$ cat src/verilog/flash_bus_pkg.sv
/*
 * Flash bus scheduler definitions: widths, host and controller opcodes,
 * chip-state codes and scheduler state codes
 */
package flash_bus_pkg;

	localparam int NUM_CHIPS    = 4;
	localparam int CHIP_W       = 2;
	localparam int CMD_W        = 72;
	localparam int TAG_W        = 8;
	localparam int SIZE_W       = 10;
	localparam int HOP_W        = 8;
	localparam int BUS_ADDR_W   = 46;
	localparam int FLASH_ADDR_W = 40;
	localparam int LEN_W        = 15;
	localparam int RSLT_W       = 26;
	localparam int CS_W         = 5;
	localparam int CTRL_OP_W    = 5;
	localparam int STAMP_W      = 36;
	localparam int SUM_W        = 32;

	// Host opcodes carried in the command word
	localparam logic [HOP_W-1:0] HOP_READ    = 8'd1;
	localparam logic [HOP_W-1:0] HOP_PROGRAM = 8'd2;
	localparam logic [HOP_W-1:0] HOP_ERASE   = 8'd3;

	// Bus controller opcodes
	localparam logic [CTRL_OP_W-1:0] OP_READSTATUS     = 5'd1;
	localparam logic [CTRL_OP_W-1:0] OP_JUSTREADSTATUS = 5'd2;
	localparam logic [CTRL_OP_W-1:0] OP_STARTREAD      = 5'd3;
	localparam logic [CTRL_OP_W-1:0] OP_COMPLETEREAD   = 5'd4;
	localparam logic [CTRL_OP_W-1:0] OP_PROGRAM        = 5'd5;
	localparam logic [CTRL_OP_W-1:0] OP_ERASE          = 5'd6;

	// Per-chip progress through a host operation
	localparam logic [CS_W-1:0] CS_IDLE               = 5'd0;
	localparam logic [CS_W-1:0] CS_READ_START_PENDING = 5'd1;
	localparam logic [CS_W-1:0] CS_READ_DATA_PENDING  = 5'd2;
	localparam logic [CS_W-1:0] CS_READ_DATA_DONE     = 5'd3;
	localparam logic [CS_W-1:0] CS_WRITE_DATA_PENDING = 5'd4;
	localparam logic [CS_W-1:0] CS_WRITE_DATA_ONBUS   = 5'd5;
	localparam logic [CS_W-1:0] CS_WRITE_DATA_DONE    = 5'd6;
	localparam logic [CS_W-1:0] CS_ERASE_PENDING      = 5'd7;
	localparam logic [CS_W-1:0] CS_ERASE_ONBUS        = 5'd8;
	localparam logic [CS_W-1:0] CS_ERASE_DONE         = 5'd9;

	// Scheduler FSM states
	localparam int ST_W = 4;
	localparam logic [ST_W-1:0] ST_IDLE        = 4'd0;
	localparam logic [ST_W-1:0] ST_NEW_RQST    = 4'd1;
	localparam logic [ST_W-1:0] ST_VISIT_WAIT  = 4'd2;
	localparam logic [ST_W-1:0] ST_WAIT_CTRL   = 4'd3;
	localparam logic [ST_W-1:0] ST_CHECK_READY = 4'd4;
	localparam logic [ST_W-1:0] ST_DO_BUS_OP   = 4'd5;
	localparam logic [ST_W-1:0] ST_NEW_RSLT_0  = 4'd6;
	localparam logic [ST_W-1:0] ST_NEW_RSLT_1  = 4'd7;
	localparam logic [ST_W-1:0] ST_SWITCH      = 4'd8;

endpackage

$ cat src/verilog/chip_scoreboard.sv
/*
 * Chip scoreboard: one entry per chip with the command in flight,
 * read back one cycle after the index is presented
 */
`timescale 1ns/1ps

module chip_scoreboard
	import flash_bus_pkg::*;
(
	input  logic                  i_clk,
	input  logic                  i_rst,
	input  logic [CHIP_W-1:0]     i_index,
	input  logic                  i_we,
	input  logic [TAG_W-1:0]      i_tag,
	input  logic [HOP_W-1:0]      i_hop,
	input  logic [CS_W-1:0]       i_cs,
	input  logic [SIZE_W-1:0]     i_size,
	input  logic [BUS_ADDR_W-1:0] i_addr,
	input  logic                  i_sent_status,
	input  logic [STAMP_W-1:0]    i_stamp,
	output logic [TAG_W-1:0]      o_tag,
	output logic [HOP_W-1:0]      o_hop,
	output logic [CS_W-1:0]       o_cs,
	output logic [SIZE_W-1:0]     o_size,
	output logic [BUS_ADDR_W-1:0] o_addr,
	output logic                  o_sent_status,
	output logic [STAMP_W-1:0]    o_stamp
);

	logic [TAG_W-1:0]      tag_mem   [NUM_CHIPS];
	logic [HOP_W-1:0]      hop_mem   [NUM_CHIPS];
	logic [CS_W-1:0]       cs_mem    [NUM_CHIPS];
	logic [SIZE_W-1:0]     size_mem  [NUM_CHIPS];
	logic [BUS_ADDR_W-1:0] addr_mem  [NUM_CHIPS];
	logic                  sent_mem  [NUM_CHIPS];
	logic [STAMP_W-1:0]    stamp_mem [NUM_CHIPS];

	always_ff @(posedge i_clk or posedge i_rst) begin
		if (i_rst) begin
			for (int i = 0; i < NUM_CHIPS; i++) begin
				tag_mem[i]   <= '0;
				hop_mem[i]   <= '0;
				cs_mem[i]    <= CS_IDLE;
				size_mem[i]  <= '0;
				addr_mem[i]  <= '0;
				sent_mem[i]  <= 1'b0;
				stamp_mem[i] <= '0;
			end
			o_tag         <= '0;
			o_hop         <= '0;
			o_cs          <= CS_IDLE;
			o_size        <= '0;
			o_addr        <= '0;
			o_sent_status <= 1'b0;
			o_stamp       <= '0;
		end else begin
			if (i_we) begin
				tag_mem[i_index]   <= i_tag;
				hop_mem[i_index]   <= i_hop;
				cs_mem[i_index]    <= i_cs;
				size_mem[i_index]  <= i_size;
				addr_mem[i_index]  <= i_addr;
				sent_mem[i_index]  <= i_sent_status;
				stamp_mem[i_index] <= i_stamp;
			end
			// Read returns the entry as it was before any write this cycle
			o_tag         <= tag_mem[i_index];
			o_hop         <= hop_mem[i_index];
			o_cs          <= cs_mem[i_index];
			o_size        <= size_mem[i_index];
			o_addr        <= addr_mem[i_index];
			o_sent_status <= sent_mem[i_index];
			o_stamp       <= stamp_mem[i_index];
		end
	end

endmodule

$ cat src/verilog/chip_op_table.sv
/*
 * Chip operation table: first chip state for a host op, and the controller
 * opcode and following state for each chip state
 */
`timescale 1ns/1ps

module chip_op_table
	import flash_bus_pkg::*;
(
	input  logic [HOP_W-1:0]     i_cmd_hop,
	input  logic [CS_W-1:0]      i_cs,
	output logic [CS_W-1:0]      o_entry_cs,
	output logic [CTRL_OP_W-1:0] o_ctrl_op,
	output logic [CS_W-1:0]      o_next_cs,
	output logic                 o_issues,
	output logic                 o_done
);

	always_comb begin
		case (i_cmd_hop)
			HOP_READ:    o_entry_cs = CS_READ_START_PENDING;
			HOP_PROGRAM: o_entry_cs = CS_WRITE_DATA_PENDING;
			HOP_ERASE:   o_entry_cs = CS_ERASE_PENDING;
			default:     o_entry_cs = CS_IDLE;
		endcase
	end

	always_comb begin
		o_ctrl_op = '0;
		o_next_cs = CS_IDLE;
		o_issues  = 1'b0;
		o_done    = 1'b0;
		case (i_cs)
			CS_READ_START_PENDING: begin
				o_ctrl_op = OP_STARTREAD;
				o_next_cs = CS_READ_DATA_PENDING;
				o_issues  = 1'b1;
			end
			CS_READ_DATA_PENDING: begin
				o_ctrl_op = OP_COMPLETEREAD;
				o_next_cs = CS_READ_DATA_DONE;
				o_issues  = 1'b1;
			end
			CS_WRITE_DATA_PENDING: begin
				o_ctrl_op = OP_PROGRAM;
				o_next_cs = CS_WRITE_DATA_ONBUS;
				o_issues  = 1'b1;
			end
			CS_ERASE_PENDING: begin
				o_ctrl_op = OP_ERASE;
				o_next_cs = CS_ERASE_ONBUS;
				o_issues  = 1'b1;
			end
			// Chip went ready after program or erase, nothing on the bus
			CS_WRITE_DATA_ONBUS: o_next_cs = CS_WRITE_DATA_DONE;
			CS_ERASE_ONBUS:      o_next_cs = CS_ERASE_DONE;
			CS_READ_DATA_DONE,
			CS_WRITE_DATA_DONE,
			CS_ERASE_DONE:       o_done = 1'b1;
			default: ;
		endcase
	end

endmodule

$ cat src/verilog/cycle_profiler.sv
/*
 * Cycle profiler: free-running cycle count, and the summed time between
 * two programmable chip states over all operations
 */
`timescale 1ns/1ps

module cycle_profiler
	import flash_bus_pkg::*;
(
	input  logic               i_clk,
	input  logic               i_rst,
	input  logic               i_visit,
	input  logic [CS_W-1:0]    i_cs,
	input  logic [STAMP_W-1:0] i_stamp_rd,
	input  logic               i_cyclecount_reset,
	input  logic [7:0]         i_cyclecount_start,
	input  logic [7:0]         i_cyclecount_end,
	output logic [STAMP_W-1:0] o_stamp_wr,
	output logic [SUM_W-1:0]   o_cyclecount_sum
);

	logic [STAMP_W-1:0] sys_count;
	logic [STAMP_W-1:0] elapsed;
	logic               start_hit;
	logic               end_hit;

	// Code zero turns the window off
	assign start_hit = i_visit && (i_cyclecount_start[CS_W-1:0] != CS_IDLE) &&
	                   (i_cyclecount_start[CS_W-1:0] == i_cs);
	assign end_hit   = i_visit && (i_cyclecount_end[CS_W-1:0] != CS_IDLE) &&
	                   (i_cyclecount_end[CS_W-1:0] == i_cs);

	assign o_stamp_wr = start_hit ? sys_count : i_stamp_rd;
	assign elapsed    = sys_count - i_stamp_rd;

	always_ff @(posedge i_clk or posedge i_rst) begin
		if (i_rst) begin
			sys_count        <= '0;
			o_cyclecount_sum <= '0;
		end else begin
			sys_count <= sys_count + 1'b1;
			if (i_cyclecount_reset)
				o_cyclecount_sum <= '0;
			else if (end_hit)
				o_cyclecount_sum <= o_cyclecount_sum + elapsed[SUM_W-1:0];
		end
	end

endmodule

$ cat src/verilog/bus_sched_fsm.sv
/*
 * Flash bus scheduler FSM: takes commands from the dispatcher, visits active
 * chips round robin to poll or issue bus ops, and returns results
 */
`timescale 1ns/1ps

module bus_sched_fsm
	import flash_bus_pkg::*;
(
	input  logic                    i_clk,
	input  logic                    i_rst,
	input  logic                    i_disp_cmd_req,
	input  logic [CMD_W-1:0]        i_disp_cmd_data,
	input  logic                    i_disp_rsp_ack,
	input  logic                    i_ctrl_busy,
	input  logic [NUM_CHIPS-1:0]    i_ctrl_chip_ready,
	input  logic [TAG_W-1:0]        i_sb_tag,
	input  logic [HOP_W-1:0]        i_sb_hop,
	input  logic [CS_W-1:0]         i_sb_cs,
	input  logic [SIZE_W-1:0]       i_sb_size,
	input  logic [BUS_ADDR_W-1:0]   i_sb_addr,
	input  logic                    i_sb_sent_status,
	input  logic [CS_W-1:0]         i_entry_cs,
	input  logic [CTRL_OP_W-1:0]    i_ctrl_op,
	input  logic [CS_W-1:0]         i_next_cs,
	input  logic                    i_cs_issues,
	input  logic                    i_cs_done,
	output logic                    o_disp_cmd_ack,
	output logic                    o_disp_rsp_req,
	output logic [RSLT_W-1:0]       o_disp_rsp_data,
	output logic [NUM_CHIPS-1:0]    o_disp_chip_active,
	output logic                    o_disp_wr_buffer_rsvd,
	output logic                    o_disp_rd_buffer_rsvd,
	output logic [CTRL_OP_W-1:0]    o_ctrl_operation,
	output logic [CHIP_W-1:0]       o_ctrl_chip,
	output logic [FLASH_ADDR_W-1:0] o_ctrl_addr,
	output logic [LEN_W-1:0]        o_ctrl_length,
	output logic                    o_ctrl_start,
	output logic [CHIP_W-1:0]       o_sb_index,
	output logic                    o_sb_we,
	output logic [TAG_W-1:0]        o_sb_tag,
	output logic [HOP_W-1:0]        o_sb_hop,
	output logic [CS_W-1:0]         o_sb_cs,
	output logic [SIZE_W-1:0]       o_sb_size,
	output logic [BUS_ADDR_W-1:0]   o_sb_addr,
	output logic                    o_sb_sent_status,
	output logic [HOP_W-1:0]        o_cmd_hop,
	output logic                    o_visit
);

	logic [ST_W-1:0]       state;
	logic [CHIP_W-1:0]     curr_chip;

	// Command captured at acceptance
	logic [TAG_W-1:0]      cmd_tag;
	logic [SIZE_W-1:0]     cmd_size;
	logic [HOP_W-1:0]      cmd_hop;
	logic [BUS_ADDR_W-1:0] cmd_addr;

	logic [CHIP_W-1:0]     cmd_chip;
	logic [CHIP_W-1:0]     sb_chip;

	assign cmd_chip = cmd_addr[FLASH_ADDR_W +: CHIP_W];
	assign sb_chip  = i_sb_addr[FLASH_ADDR_W +: CHIP_W];

	always_ff @(posedge i_clk or posedge i_rst) begin
		if (i_rst) begin
			state                 <= ST_IDLE;
			curr_chip             <= '0;
			o_disp_cmd_ack        <= 1'b0;
			o_disp_rsp_req        <= 1'b0;
			o_disp_chip_active    <= '0;
			o_disp_wr_buffer_rsvd <= 1'b0;
			o_disp_rd_buffer_rsvd <= 1'b0;
		end else begin
			o_disp_cmd_ack <= 1'b0;
			case (state)
				ST_IDLE: begin
					// New commands take priority over visits
					if (i_disp_cmd_req) begin
						o_disp_cmd_ack <= 1'b1;
						state          <= ST_NEW_RQST;
					end else if (o_disp_chip_active[curr_chip]) begin
						state <= ST_VISIT_WAIT;
					end else begin
						curr_chip <= curr_chip + 1'b1;
					end
				end
				ST_NEW_RQST: begin
					o_disp_chip_active[cmd_chip] <= 1'b1;
					if (cmd_hop == HOP_READ)
						o_disp_rd_buffer_rsvd <= 1'b1;
					if (cmd_hop == HOP_PROGRAM)
						o_disp_wr_buffer_rsvd <= 1'b1;
					state <= ST_IDLE;
				end
				// Scoreboard read of the current chip is valid after this cycle
				ST_VISIT_WAIT: state <= ST_WAIT_CTRL;
				ST_WAIT_CTRL: begin
					if (!i_ctrl_busy)
						state <= ST_CHECK_READY;
				end
				ST_CHECK_READY: begin
					state <= i_ctrl_chip_ready[sb_chip] ? ST_DO_BUS_OP : ST_SWITCH;
				end
				ST_DO_BUS_OP: begin
					state <= i_cs_done ? ST_NEW_RSLT_0 : ST_SWITCH;
				end
				ST_NEW_RSLT_0: begin
					o_disp_rsp_req <= 1'b1;
					state          <= ST_NEW_RSLT_1;
				end
				ST_NEW_RSLT_1: begin
					if (i_disp_rsp_ack) begin
						o_disp_rsp_req                <= 1'b0;
						o_disp_chip_active[curr_chip] <= 1'b0;
						if (i_sb_hop == HOP_READ)
							o_disp_rd_buffer_rsvd <= 1'b0;
						if (i_sb_hop == HOP_PROGRAM)
							o_disp_wr_buffer_rsvd <= 1'b0;
						state <= ST_SWITCH;
					end
				end
				ST_SWITCH: begin
					curr_chip <= curr_chip + 1'b1;
					state     <= ST_IDLE;
				end
				default: state <= ST_IDLE;
			endcase
		end
	end

	// Command fields and result word
	always_ff @(posedge i_clk) begin
		if (state == ST_IDLE && i_disp_cmd_req) begin
			cmd_tag  <= i_disp_cmd_data[CMD_W-1 -: TAG_W];
			cmd_size <= i_disp_cmd_data[CMD_W-TAG_W-1 -: SIZE_W];
			cmd_hop  <= i_disp_cmd_data[BUS_ADDR_W +: HOP_W];
			cmd_addr <= i_disp_cmd_data[BUS_ADDR_W-1:0];
		end
		if (state == ST_NEW_RSLT_0)
			o_disp_rsp_data <= {i_sb_tag, i_sb_size, 8'd0};
	end

	// Scoreboard writes and controller issue
	always_comb begin
		o_sb_index       = curr_chip;
		o_sb_we          = 1'b0;
		o_sb_tag         = i_sb_tag;
		o_sb_hop         = i_sb_hop;
		o_sb_cs          = i_sb_cs;
		o_sb_size        = i_sb_size;
		o_sb_addr        = i_sb_addr;
		o_sb_sent_status = i_sb_sent_status;
		o_ctrl_operation = '0;
		o_ctrl_start     = 1'b0;
		case (state)
			ST_NEW_RQST: begin
				o_sb_index       = cmd_chip;
				o_sb_we          = 1'b1;
				o_sb_tag         = cmd_tag;
				o_sb_hop         = cmd_hop;
				o_sb_cs          = i_entry_cs;
				o_sb_size        = cmd_size;
				o_sb_addr        = cmd_addr;
				o_sb_sent_status = 1'b0;
			end
			ST_CHECK_READY: begin
				// Chip busy, poll its status and move on
				if (!i_ctrl_chip_ready[sb_chip]) begin
					o_ctrl_operation = i_sb_sent_status ? OP_JUSTREADSTATUS : OP_READSTATUS;
					o_ctrl_start     = 1'b1;
					o_sb_we          = 1'b1;
					o_sb_sent_status = 1'b1;
				end
			end
			ST_DO_BUS_OP: begin
				if (!i_cs_done) begin
					o_sb_we = 1'b1;
					o_sb_cs = i_next_cs;
					if (i_cs_issues) begin
						o_ctrl_operation = i_ctrl_op;
						o_ctrl_start     = 1'b1;
					end
				end
			end
			default: ;
		endcase
	end

	assign o_ctrl_chip   = sb_chip;
	assign o_ctrl_addr   = i_sb_addr[FLASH_ADDR_W-1:0];
	assign o_ctrl_length = {i_sb_size, 5'd0};
	assign o_cmd_hop     = cmd_hop;
	assign o_visit       = (state == ST_DO_BUS_OP);

endmodule

$ cat src/verilog/flash_bus_top.sv
/*
 * Flash bus scheduler top level
 * Joins the scheduler FSM, chip scoreboard, operation table and cycle profiler
 */
`timescale 1ns/1ps

module flash_bus_top
	import flash_bus_pkg::*;
(
	input  logic                    i_clk,
	input  logic                    i_rst,
	input  logic                    i_disp_cmd_req,
	input  logic [CMD_W-1:0]        i_disp_cmd_data,
	input  logic                    i_disp_rsp_ack,
	input  logic                    i_cyclecount_reset,
	input  logic [7:0]              i_cyclecount_start,
	input  logic [7:0]              i_cyclecount_end,
	input  logic                    i_ctrl_busy,
	input  logic [NUM_CHIPS-1:0]    i_ctrl_chip_ready,
	output logic                    o_disp_cmd_ack,
	output logic                    o_disp_rsp_req,
	output logic [RSLT_W-1:0]       o_disp_rsp_data,
	output logic [NUM_CHIPS-1:0]    o_disp_chip_active,
	output logic                    o_disp_wr_buffer_rsvd,
	output logic                    o_disp_rd_buffer_rsvd,
	output logic [SUM_W-1:0]        o_cyclecount_sum,
	output logic [CTRL_OP_W-1:0]    o_ctrl_operation,
	output logic [CHIP_W-1:0]       o_ctrl_chip,
	output logic [FLASH_ADDR_W-1:0] o_ctrl_addr,
	output logic [LEN_W-1:0]        o_ctrl_length,
	output logic                    o_ctrl_start
);

	// Scoreboard write side
	logic [CHIP_W-1:0]     sb_index;
	logic                  sb_we;
	logic [TAG_W-1:0]      sb_tag_wr;
	logic [HOP_W-1:0]      sb_hop_wr;
	logic [CS_W-1:0]       sb_cs_wr;
	logic [SIZE_W-1:0]     sb_size_wr;
	logic [BUS_ADDR_W-1:0] sb_addr_wr;
	logic                  sb_sent_wr;
	logic [STAMP_W-1:0]    stamp_wr;

	// Scoreboard read side
	logic [TAG_W-1:0]      sb_tag_rd;
	logic [HOP_W-1:0]      sb_hop_rd;
	logic [CS_W-1:0]       sb_cs_rd;
	logic [SIZE_W-1:0]     sb_size_rd;
	logic [BUS_ADDR_W-1:0] sb_addr_rd;
	logic                  sb_sent_rd;
	logic [STAMP_W-1:0]    stamp_rd;

	// Operation table
	logic [HOP_W-1:0]      cmd_hop;
	logic [CS_W-1:0]       entry_cs;
	logic [CTRL_OP_W-1:0]  ctrl_op;
	logic [CS_W-1:0]       next_cs;
	logic                  cs_issues;
	logic                  cs_done;
	logic                  visit;

	bus_sched_fsm i_bus_sched_fsm (
		.i_clk                 (i_clk),
		.i_rst                 (i_rst),
		.i_disp_cmd_req        (i_disp_cmd_req),
		.i_disp_cmd_data       (i_disp_cmd_data),
		.i_disp_rsp_ack        (i_disp_rsp_ack),
		.i_ctrl_busy           (i_ctrl_busy),
		.i_ctrl_chip_ready     (i_ctrl_chip_ready),
		.i_sb_tag              (sb_tag_rd),
		.i_sb_hop              (sb_hop_rd),
		.i_sb_cs               (sb_cs_rd),
		.i_sb_size             (sb_size_rd),
		.i_sb_addr             (sb_addr_rd),
		.i_sb_sent_status      (sb_sent_rd),
		.i_entry_cs            (entry_cs),
		.i_ctrl_op             (ctrl_op),
		.i_next_cs             (next_cs),
		.i_cs_issues           (cs_issues),
		.i_cs_done             (cs_done),
		.o_disp_cmd_ack        (o_disp_cmd_ack),
		.o_disp_rsp_req        (o_disp_rsp_req),
		.o_disp_rsp_data       (o_disp_rsp_data),
		.o_disp_chip_active    (o_disp_chip_active),
		.o_disp_wr_buffer_rsvd (o_disp_wr_buffer_rsvd),
		.o_disp_rd_buffer_rsvd (o_disp_rd_buffer_rsvd),
		.o_ctrl_operation      (o_ctrl_operation),
		.o_ctrl_chip           (o_ctrl_chip),
		.o_ctrl_addr           (o_ctrl_addr),
		.o_ctrl_length         (o_ctrl_length),
		.o_ctrl_start          (o_ctrl_start),
		.o_sb_index            (sb_index),
		.o_sb_we               (sb_we),
		.o_sb_tag              (sb_tag_wr),
		.o_sb_hop              (sb_hop_wr),
		.o_sb_cs               (sb_cs_wr),
		.o_sb_size             (sb_size_wr),
		.o_sb_addr             (sb_addr_wr),
		.o_sb_sent_status      (sb_sent_wr),
		.o_cmd_hop             (cmd_hop),
		.o_visit               (visit)
	);

	chip_scoreboard i_chip_scoreboard (
		.i_clk         (i_clk),
		.i_rst         (i_rst),
		.i_index       (sb_index),
		.i_we          (sb_we),
		.i_tag         (sb_tag_wr),
		.i_hop         (sb_hop_wr),
		.i_cs          (sb_cs_wr),
		.i_size        (sb_size_wr),
		.i_addr        (sb_addr_wr),
		.i_sent_status (sb_sent_wr),
		.i_stamp       (stamp_wr),
		.o_tag         (sb_tag_rd),
		.o_hop         (sb_hop_rd),
		.o_cs          (sb_cs_rd),
		.o_size        (sb_size_rd),
		.o_addr        (sb_addr_rd),
		.o_sent_status (sb_sent_rd),
		.o_stamp       (stamp_rd)
	);

	chip_op_table i_chip_op_table (
		.i_cmd_hop  (cmd_hop),
		.i_cs       (sb_cs_rd),
		.o_entry_cs (entry_cs),
		.o_ctrl_op  (ctrl_op),
		.o_next_cs  (next_cs),
		.o_issues   (cs_issues),
		.o_done     (cs_done)
	);

	cycle_profiler i_cycle_profiler (
		.i_clk              (i_clk),
		.i_rst              (i_rst),
		.i_visit            (visit),
		.i_cs               (sb_cs_rd),
		.i_stamp_rd         (stamp_rd),
		.i_cyclecount_reset (i_cyclecount_reset),
		.i_cyclecount_start (i_cyclecount_start),
		.i_cyclecount_end   (i_cyclecount_end),
		.o_stamp_wr         (stamp_wr),
		.o_cyclecount_sum   (o_cyclecount_sum)
	);

endmodule

$ cat config.mk
export PLATFORM = sky130hd
export DESIGN_NAME = flash_bus_top
export DESIGN_NICKNAME = d
export VERILOG_FILES = /design/src/verilog/flash_bus_pkg.sv /design/src/verilog/chip_scoreboard.sv /design/src/verilog/chip_op_table.sv /design/src/verilog/cycle_profiler.sv /design/src/verilog/bus_sched_fsm.sv /design/src/verilog/flash_bus_top.sv
export SDC_FILE = /design/constraint.sdc
export NUM_CORES = 2
export LEC_CHECK = 0
export BUFFER_PORTS_ARGS = -buffer_cell sky130_fd_sc_hd__buf_2
export CORE_MARGIN = 2
export CORE_UTILIZATION = 55
export DETAILED_ROUTE_END_ITERATION = 12
export GPL_TIMING_DRIVEN = 0
export PLACE_DENSITY_LB_ADDON = 0.2
export REMOVE_ABC_BUFFERS = 1
export SYNTH_ARGS = -nofsm -noshare
export SYNTH_HDL_FRONTEND = slang
export SYNTH_SLANG_ARGS = --single-unit
export TNS_END_PERCENT = 5
$ cat constraint.sdc
create_clock -name i_clk -period 51.1 [get_ports i_clk]
set_clock_uncertainty 0.05 [all_clocks]
set_input_delay 10.22 -clock i_clk [delete_from_list [all_inputs] [get_ports i_clk]]
set_output_delay 10.22 -clock i_clk [all_outputs]
set_load 0.1 [all_outputs]
* Word level (Yosys, flattened, before mapping)
Cells that the tools add are included.
Cells by class: bitwise operators 4, reduce and logical (&&, ||, !) cells 23, magnitude comparators 7, add/subtract/negate cells 4, multiplexer cells 100, equality and inequality tests 33
Operator list (count):
- 184-bit bitwise mux | 1
- 46-bit 2-to-1 mux | 4
- 144-bit bitwise mux | 1
- 36-bit 2-to-1 mux | 4
- 46-bit binary-select mux with 2-bit select | 1
- 46-bit demux with 2-bit select | 1
- 36-bit binary-select mux with 2-bit select | 1
- 36-bit demux with 2-bit select | 1
- 32-bit bitwise mux | 2
- 32-bit 2-to-1 mux | 2
- 8-bit 2-to-1 mux | 7
- 40-bit bitwise mux | 1
- 10-bit 2-to-1 mux | 4
- 36-bit by 1-bit adder with 36-bit output (second input constant) | 1
- 5-bit 2-to-1 mux | 7
- 32-bit adder | 1
- 8-bit binary-select mux with 2-bit select | 2
- 32-bit subtractor | 1
- 4-bit 2-to-1 mux | 7
- 4-bit case mux with 7 select lines | 1
- 8-bit by 2-bit == test with 1-bit output (second input constant) | 3
- 4-bit case mux with 6 select lines | 1
- 1-bit 2-to-1 mux | 23
- 10-bit binary-select mux with 2-bit select | 1
- other kinds (47) | 93
Storage, ports and cells: input port bits 98, bits in registers 742, output and inout bits 129, word-level logic and storage cells 220

* Logic depth before layout (Yosys ltp)
depth after elaboration 8, gate-level depth with buffers 14, mapped depth without buffers 14

* Modules after synthesis
Synthesis repeated with hierarchy kept, for this count alone.
Unflattened totals: cells, all modules 2473, area, all modules 34065.2 um2
Modules (own cells, without submodules):
- chip_scoreboard | times used 1, cells an instance 1219, seq. area each 14263.7 um2, area each 22481.6 um2
- cycle_profiler | times used 1, cells an instance 699, seq. area each 1701.6 um2, area each 6094.6 um2
- bus_sched_fsm | times used 1, cells an instance 517, seq. area each 3052.9 um2, area each 5193.7 um2
- chip_op_table | times used 1, cells an instance 38, seq. area each 0.0 um2, area each 295.3 um2

* Least setup slack after synthesis
OpenSTA, ideal clock, no wires.
path kind input port to output port, from input i_ctrl_chip_ready[3], to output o_ctrl_operation[0], cell stages on the path 3, required time 40.830 ns, path slack 28.442 ns, path buffers 0, data arrival time 12.388 ns, cells stage by stage mux4_2 > nand3b_1 > o2bb2ai_1
Between the ends: longest elaborated chain between the ends 4
RTL lines:
- from (decl) | line flash_bus_top.sv:19 | input logic [NUM_CHIPS-1:0] i_ctrl_chip_ready,
- 1-bit binary-select mux with 2-bit select | line bus_sched_fsm.sv:170 | if (!i_ctrl_chip_ready[sb_chip]) begin
- 1-bit 2-to-1 mux (implied by the code) | line bus_sched_fsm.sv:170
- 5-bit 2-to-1 mux | line bus_sched_fsm.sv:170
- 5-bit case mux with 2 select lines | line bus_sched_fsm.sv:157 | case (state)
- to (decl) | line flash_bus_top.sv:27 | output logic [CTRL_OP_W-1:0] o_ctrl_operation,
Every way passes these cells. The select of a mux whose other input is x is not followed.

* Worst setup path in the final report
from input i_ctrl_chip_ready[3], to output o_ctrl_operation[1]
Same word-level chain as after synthesis.

==> flow_summary.ini <==
[global_route]
met1_usage = 0.339
grt_pass1_vias = 20866
antenna_found_initial = 6
grt_overflow = 0
grtUsageMet2 = 0.392
grt_usage = 0.242
grt_max_degree = 137
grt_busiest_layer = met2
grt_util_met3 = 0.0421
grt_pass1_wl_um = 110000

[placement]
gp_congestion = 0.897
hpwl_um = 43900
dpl_cell_area_um2 = 32600
portBuffers = 201

[setup_path]
crit_arrival_ns = 11.88
crit_path_cell_trace = buf_2 -> mux4_2 -> nor4_1 -> a22o_1 -> buf_2
startpoint = i_ctrl_chip_ready[3]
timing.rr.start = i_bus_sched_fsm.state[0]
cpPeakStageDelay_ns = 0.52
crit_family = multiplexers
cp_slowest_cell = mux4_2
crit_path_end_kind = output pin
crit_fanout = 4
criticalPathCategory = primary input to output pin
worstSetupStartpointType = primary input
critical_path_buf_inv_count = 2
cpMostUsedCell = buf_2
cp.required_ns = 40.83

[logic_synthesis]
async_flop_share = 0.876
netlist_instances = 2621
synth_edf_count = 86
synth_top_family_by_area = multiplexers
synth_compound_area_frac = 0.107
synthAdderAreaFrac = 0.0355
ys_seq_elements = 694
synth_area_um2 = 30500
synth.distinct_cells = 77
synth_mux_area_frac = 0.115
synth.avg_cell_area_um2 = 11.6
synthSimpleGateAreaFrac = 0.0946
ys_seq_area_frac = 0.583
netlist.area_leader.share = 0.499
synth_area_leader_cell = dfrtp_1
synth_area_leaders = dfrtp_1, edfxtp_1, mux4_2
yosys_warnings = 0
yosys_most_used_dff = dfrtp_1
synth_xor_area_frac = 0.0187

[final_layout]
layout_commonest_cell = dfrtp_1
drive_gt1_frac = 0.173
fill_cells = 4195
layout_common_cells = dfrtp_1, nand2_1, o21ai_0, buf_2, a21oi_1
nets = 2951
area_delta_synth_final_pct = 14.7
design_area_um2 = 35000

[detailed_routing]
dr.pass1.iters = 6
routed_wl_um = 66600
drcViolationCount = 0
drt_iter0_drc = 1205
ant_nets = 0
viasPerCell = 5.57
wl_per_cell_um = 18.5
vias = 20004

[min_path]
hold_start = i_chip_scoreboard.o_tag[1]
hold_class = flop to flop

[pwr]
power_leakage_nw = 15.6
ir_drop_v = 0.0000524
powerDensity_nw_per_um2 = 63.5

[timing]
final.period_utilization = 0.434
hold_violations = 0
fmax_ghz = 0.0451
tns_ns = 0
drv_slew = 0
rsz0062_at_grt = no
relSlewSlack = 0.340
tightest_slew_ns = 0.989
fin_crit_ns = 22.15
setup_viol = 0

[clock_tree]
cts-buffers-inserted = 73
clock_sinks = 694
post_cts_buffers = 0
clock_latency_ns = 0.62
cts.path.max_buffers = 3
h-tree-depth = 3
ctsHoldBuffers = 0
cts.clk_slew.worst_paths_ns = 0.06
cts_root_buf = clkbuf_16
cts_tree = done
cts_resized = 0

[floorplanning]
rows = 86
ios = 227
fp.coreArea_um2 = 55000
fp.dieH_um = 240
initial_utilization = 0.555
die_area_um2 = 57400
fp.dieW_um = 240

[job]
max_cap_viol_count = 0

[run_status]
status = completed
cell usage after synthesis, types with 3 or more instances:
library cell / count
nand3_1: 33
mux2i_1: 104
buf_6: 7
xnor2_1: 53
nand4_1: 9
inv_1: 139
xor2_1: 12
and4_1: 3
o211ai_1: 6
a21oi_1: 158
fa_1: 31
nor3_1: 27
nor4_1: 9
nor3b_1: 3
edfxtp_1: 86
buf_4: 24
o31ai_1: 9
o21bai_1: 4
mux4_2: 108
o21ai_1: 77
clkbuf_1: 58
and2_1: 6
ha_1: 37
or3_1: 6
and3_1: 12
o21ai_0: 266
nand2b_1: 8
a21o_1: 25
a31oi_1: 7
nor2_1: 145
nand2_1: 387
dfrtp_1: 608
o21a_1: 4
buf_2: 73
a211oi_1: 9
buf_1: 8
or4_1: 4
nor2b_1: 6
worst reg2reg max path, stage by stage, from the launching register on:
cell	delay, ns
dfrtp_1	0.65
nand2_2	0.18
nor3_2	0.52
buf_6	0.27
nand2_1	0.14
o21ai_4	0.35
buf_16	0.25
and3_4	0.84
buf_16	0.37
nor2_1	0.14
a21oi_1	0.18
through the flow:
step           hold WS, ns  setup slack (ns)  total power, W  utilization  std cells
6_report             0.392             28.95         0.00222        0.637       3591
5_1_grt              0.402             28.83         0.00236        0.637       3591
4_1_cts              0.388             28.95         0.00224        0.636       3589
3_5_place_dp         0.387             28.96         0.00171        0.593       3458
3_3_place_gp         0.379             11.37         0.00169        0.575       3414
2_1_floorplan        0.374             23.81         0.00148            -       2465
power by group:
| group | leakage, nW | switching (W) | internal [W] |
|---|---|---|---|
| logic | 5.72 | 0.000533 | 0.000318 |
| clock network | 1.18 | 0.000218 | 0.000311 |
| registers | 8.74 | 0.0000995 | 0.000745 |
path summary, 6_finish.rpt:
path	to	slack (ns)	depth (start not counted)
setup / recovery	o_ctrl_operation[1]	28.95	5
hold / removal	i_bus_sched_fsm.o_disp_rsp_data[19]	0.39	0
setup reg to reg	i_chip_scoreboard.addr_mem[0]	47.04	10
hold reg to reg	i_bus_sched_fsm.o_disp_rsp_data[19]	0.39	0
max in group asynchronous	i_chip_scoreboard.o_addr[34]	39.75	4
min in group asynchronous	i_chip_scoreboard.o_cs[3]	9.60	2
registers in the layout (all words and copies together), names as in the netlist, 40 cells and up:
register,flops
i_chip_scoreboard.o_addr,42
i_chip_scoreboard.addr_mem,168
i_bus_sched_fsm.cmd_addr,42
i_chip_scoreboard.size_mem,40
i_chip_scoreboard.stamp_mem,128
layer usage:
layer,share of wire,up-vias,wire [µm]
met5,0.00072,-,48
met4,0.025,8,1680
met3,0.044,122,2900
met2,0.48,455,32100
met1,0.45,10021,29900
li1,-,9398,-
area by class of cell:
type,instances,area (µm²),share of cell area
Antenna cell,2,5.00,0.000143
Clock buffer,112,2180,0.0622
Clock inverter,19,230,0.00658
Inverter,141,538,0.0154
Multi-Input combinational cell,1630,11400,0.327
Sequential cell,694,17800,0.509
Tap cell,748,936,0.0267
Timing Repair Buffer,245,1880,0.0538
kinds of logic after synthesis:
group | Yosys count
buf+inv | 311
xor+xnor | 65
simple gates | 673
compound gates | 595
other cells | 1
fa+ha+maj | 68
flops | 694
mux | 214
No activity file was read; power rests on OpenSTA's default activity.
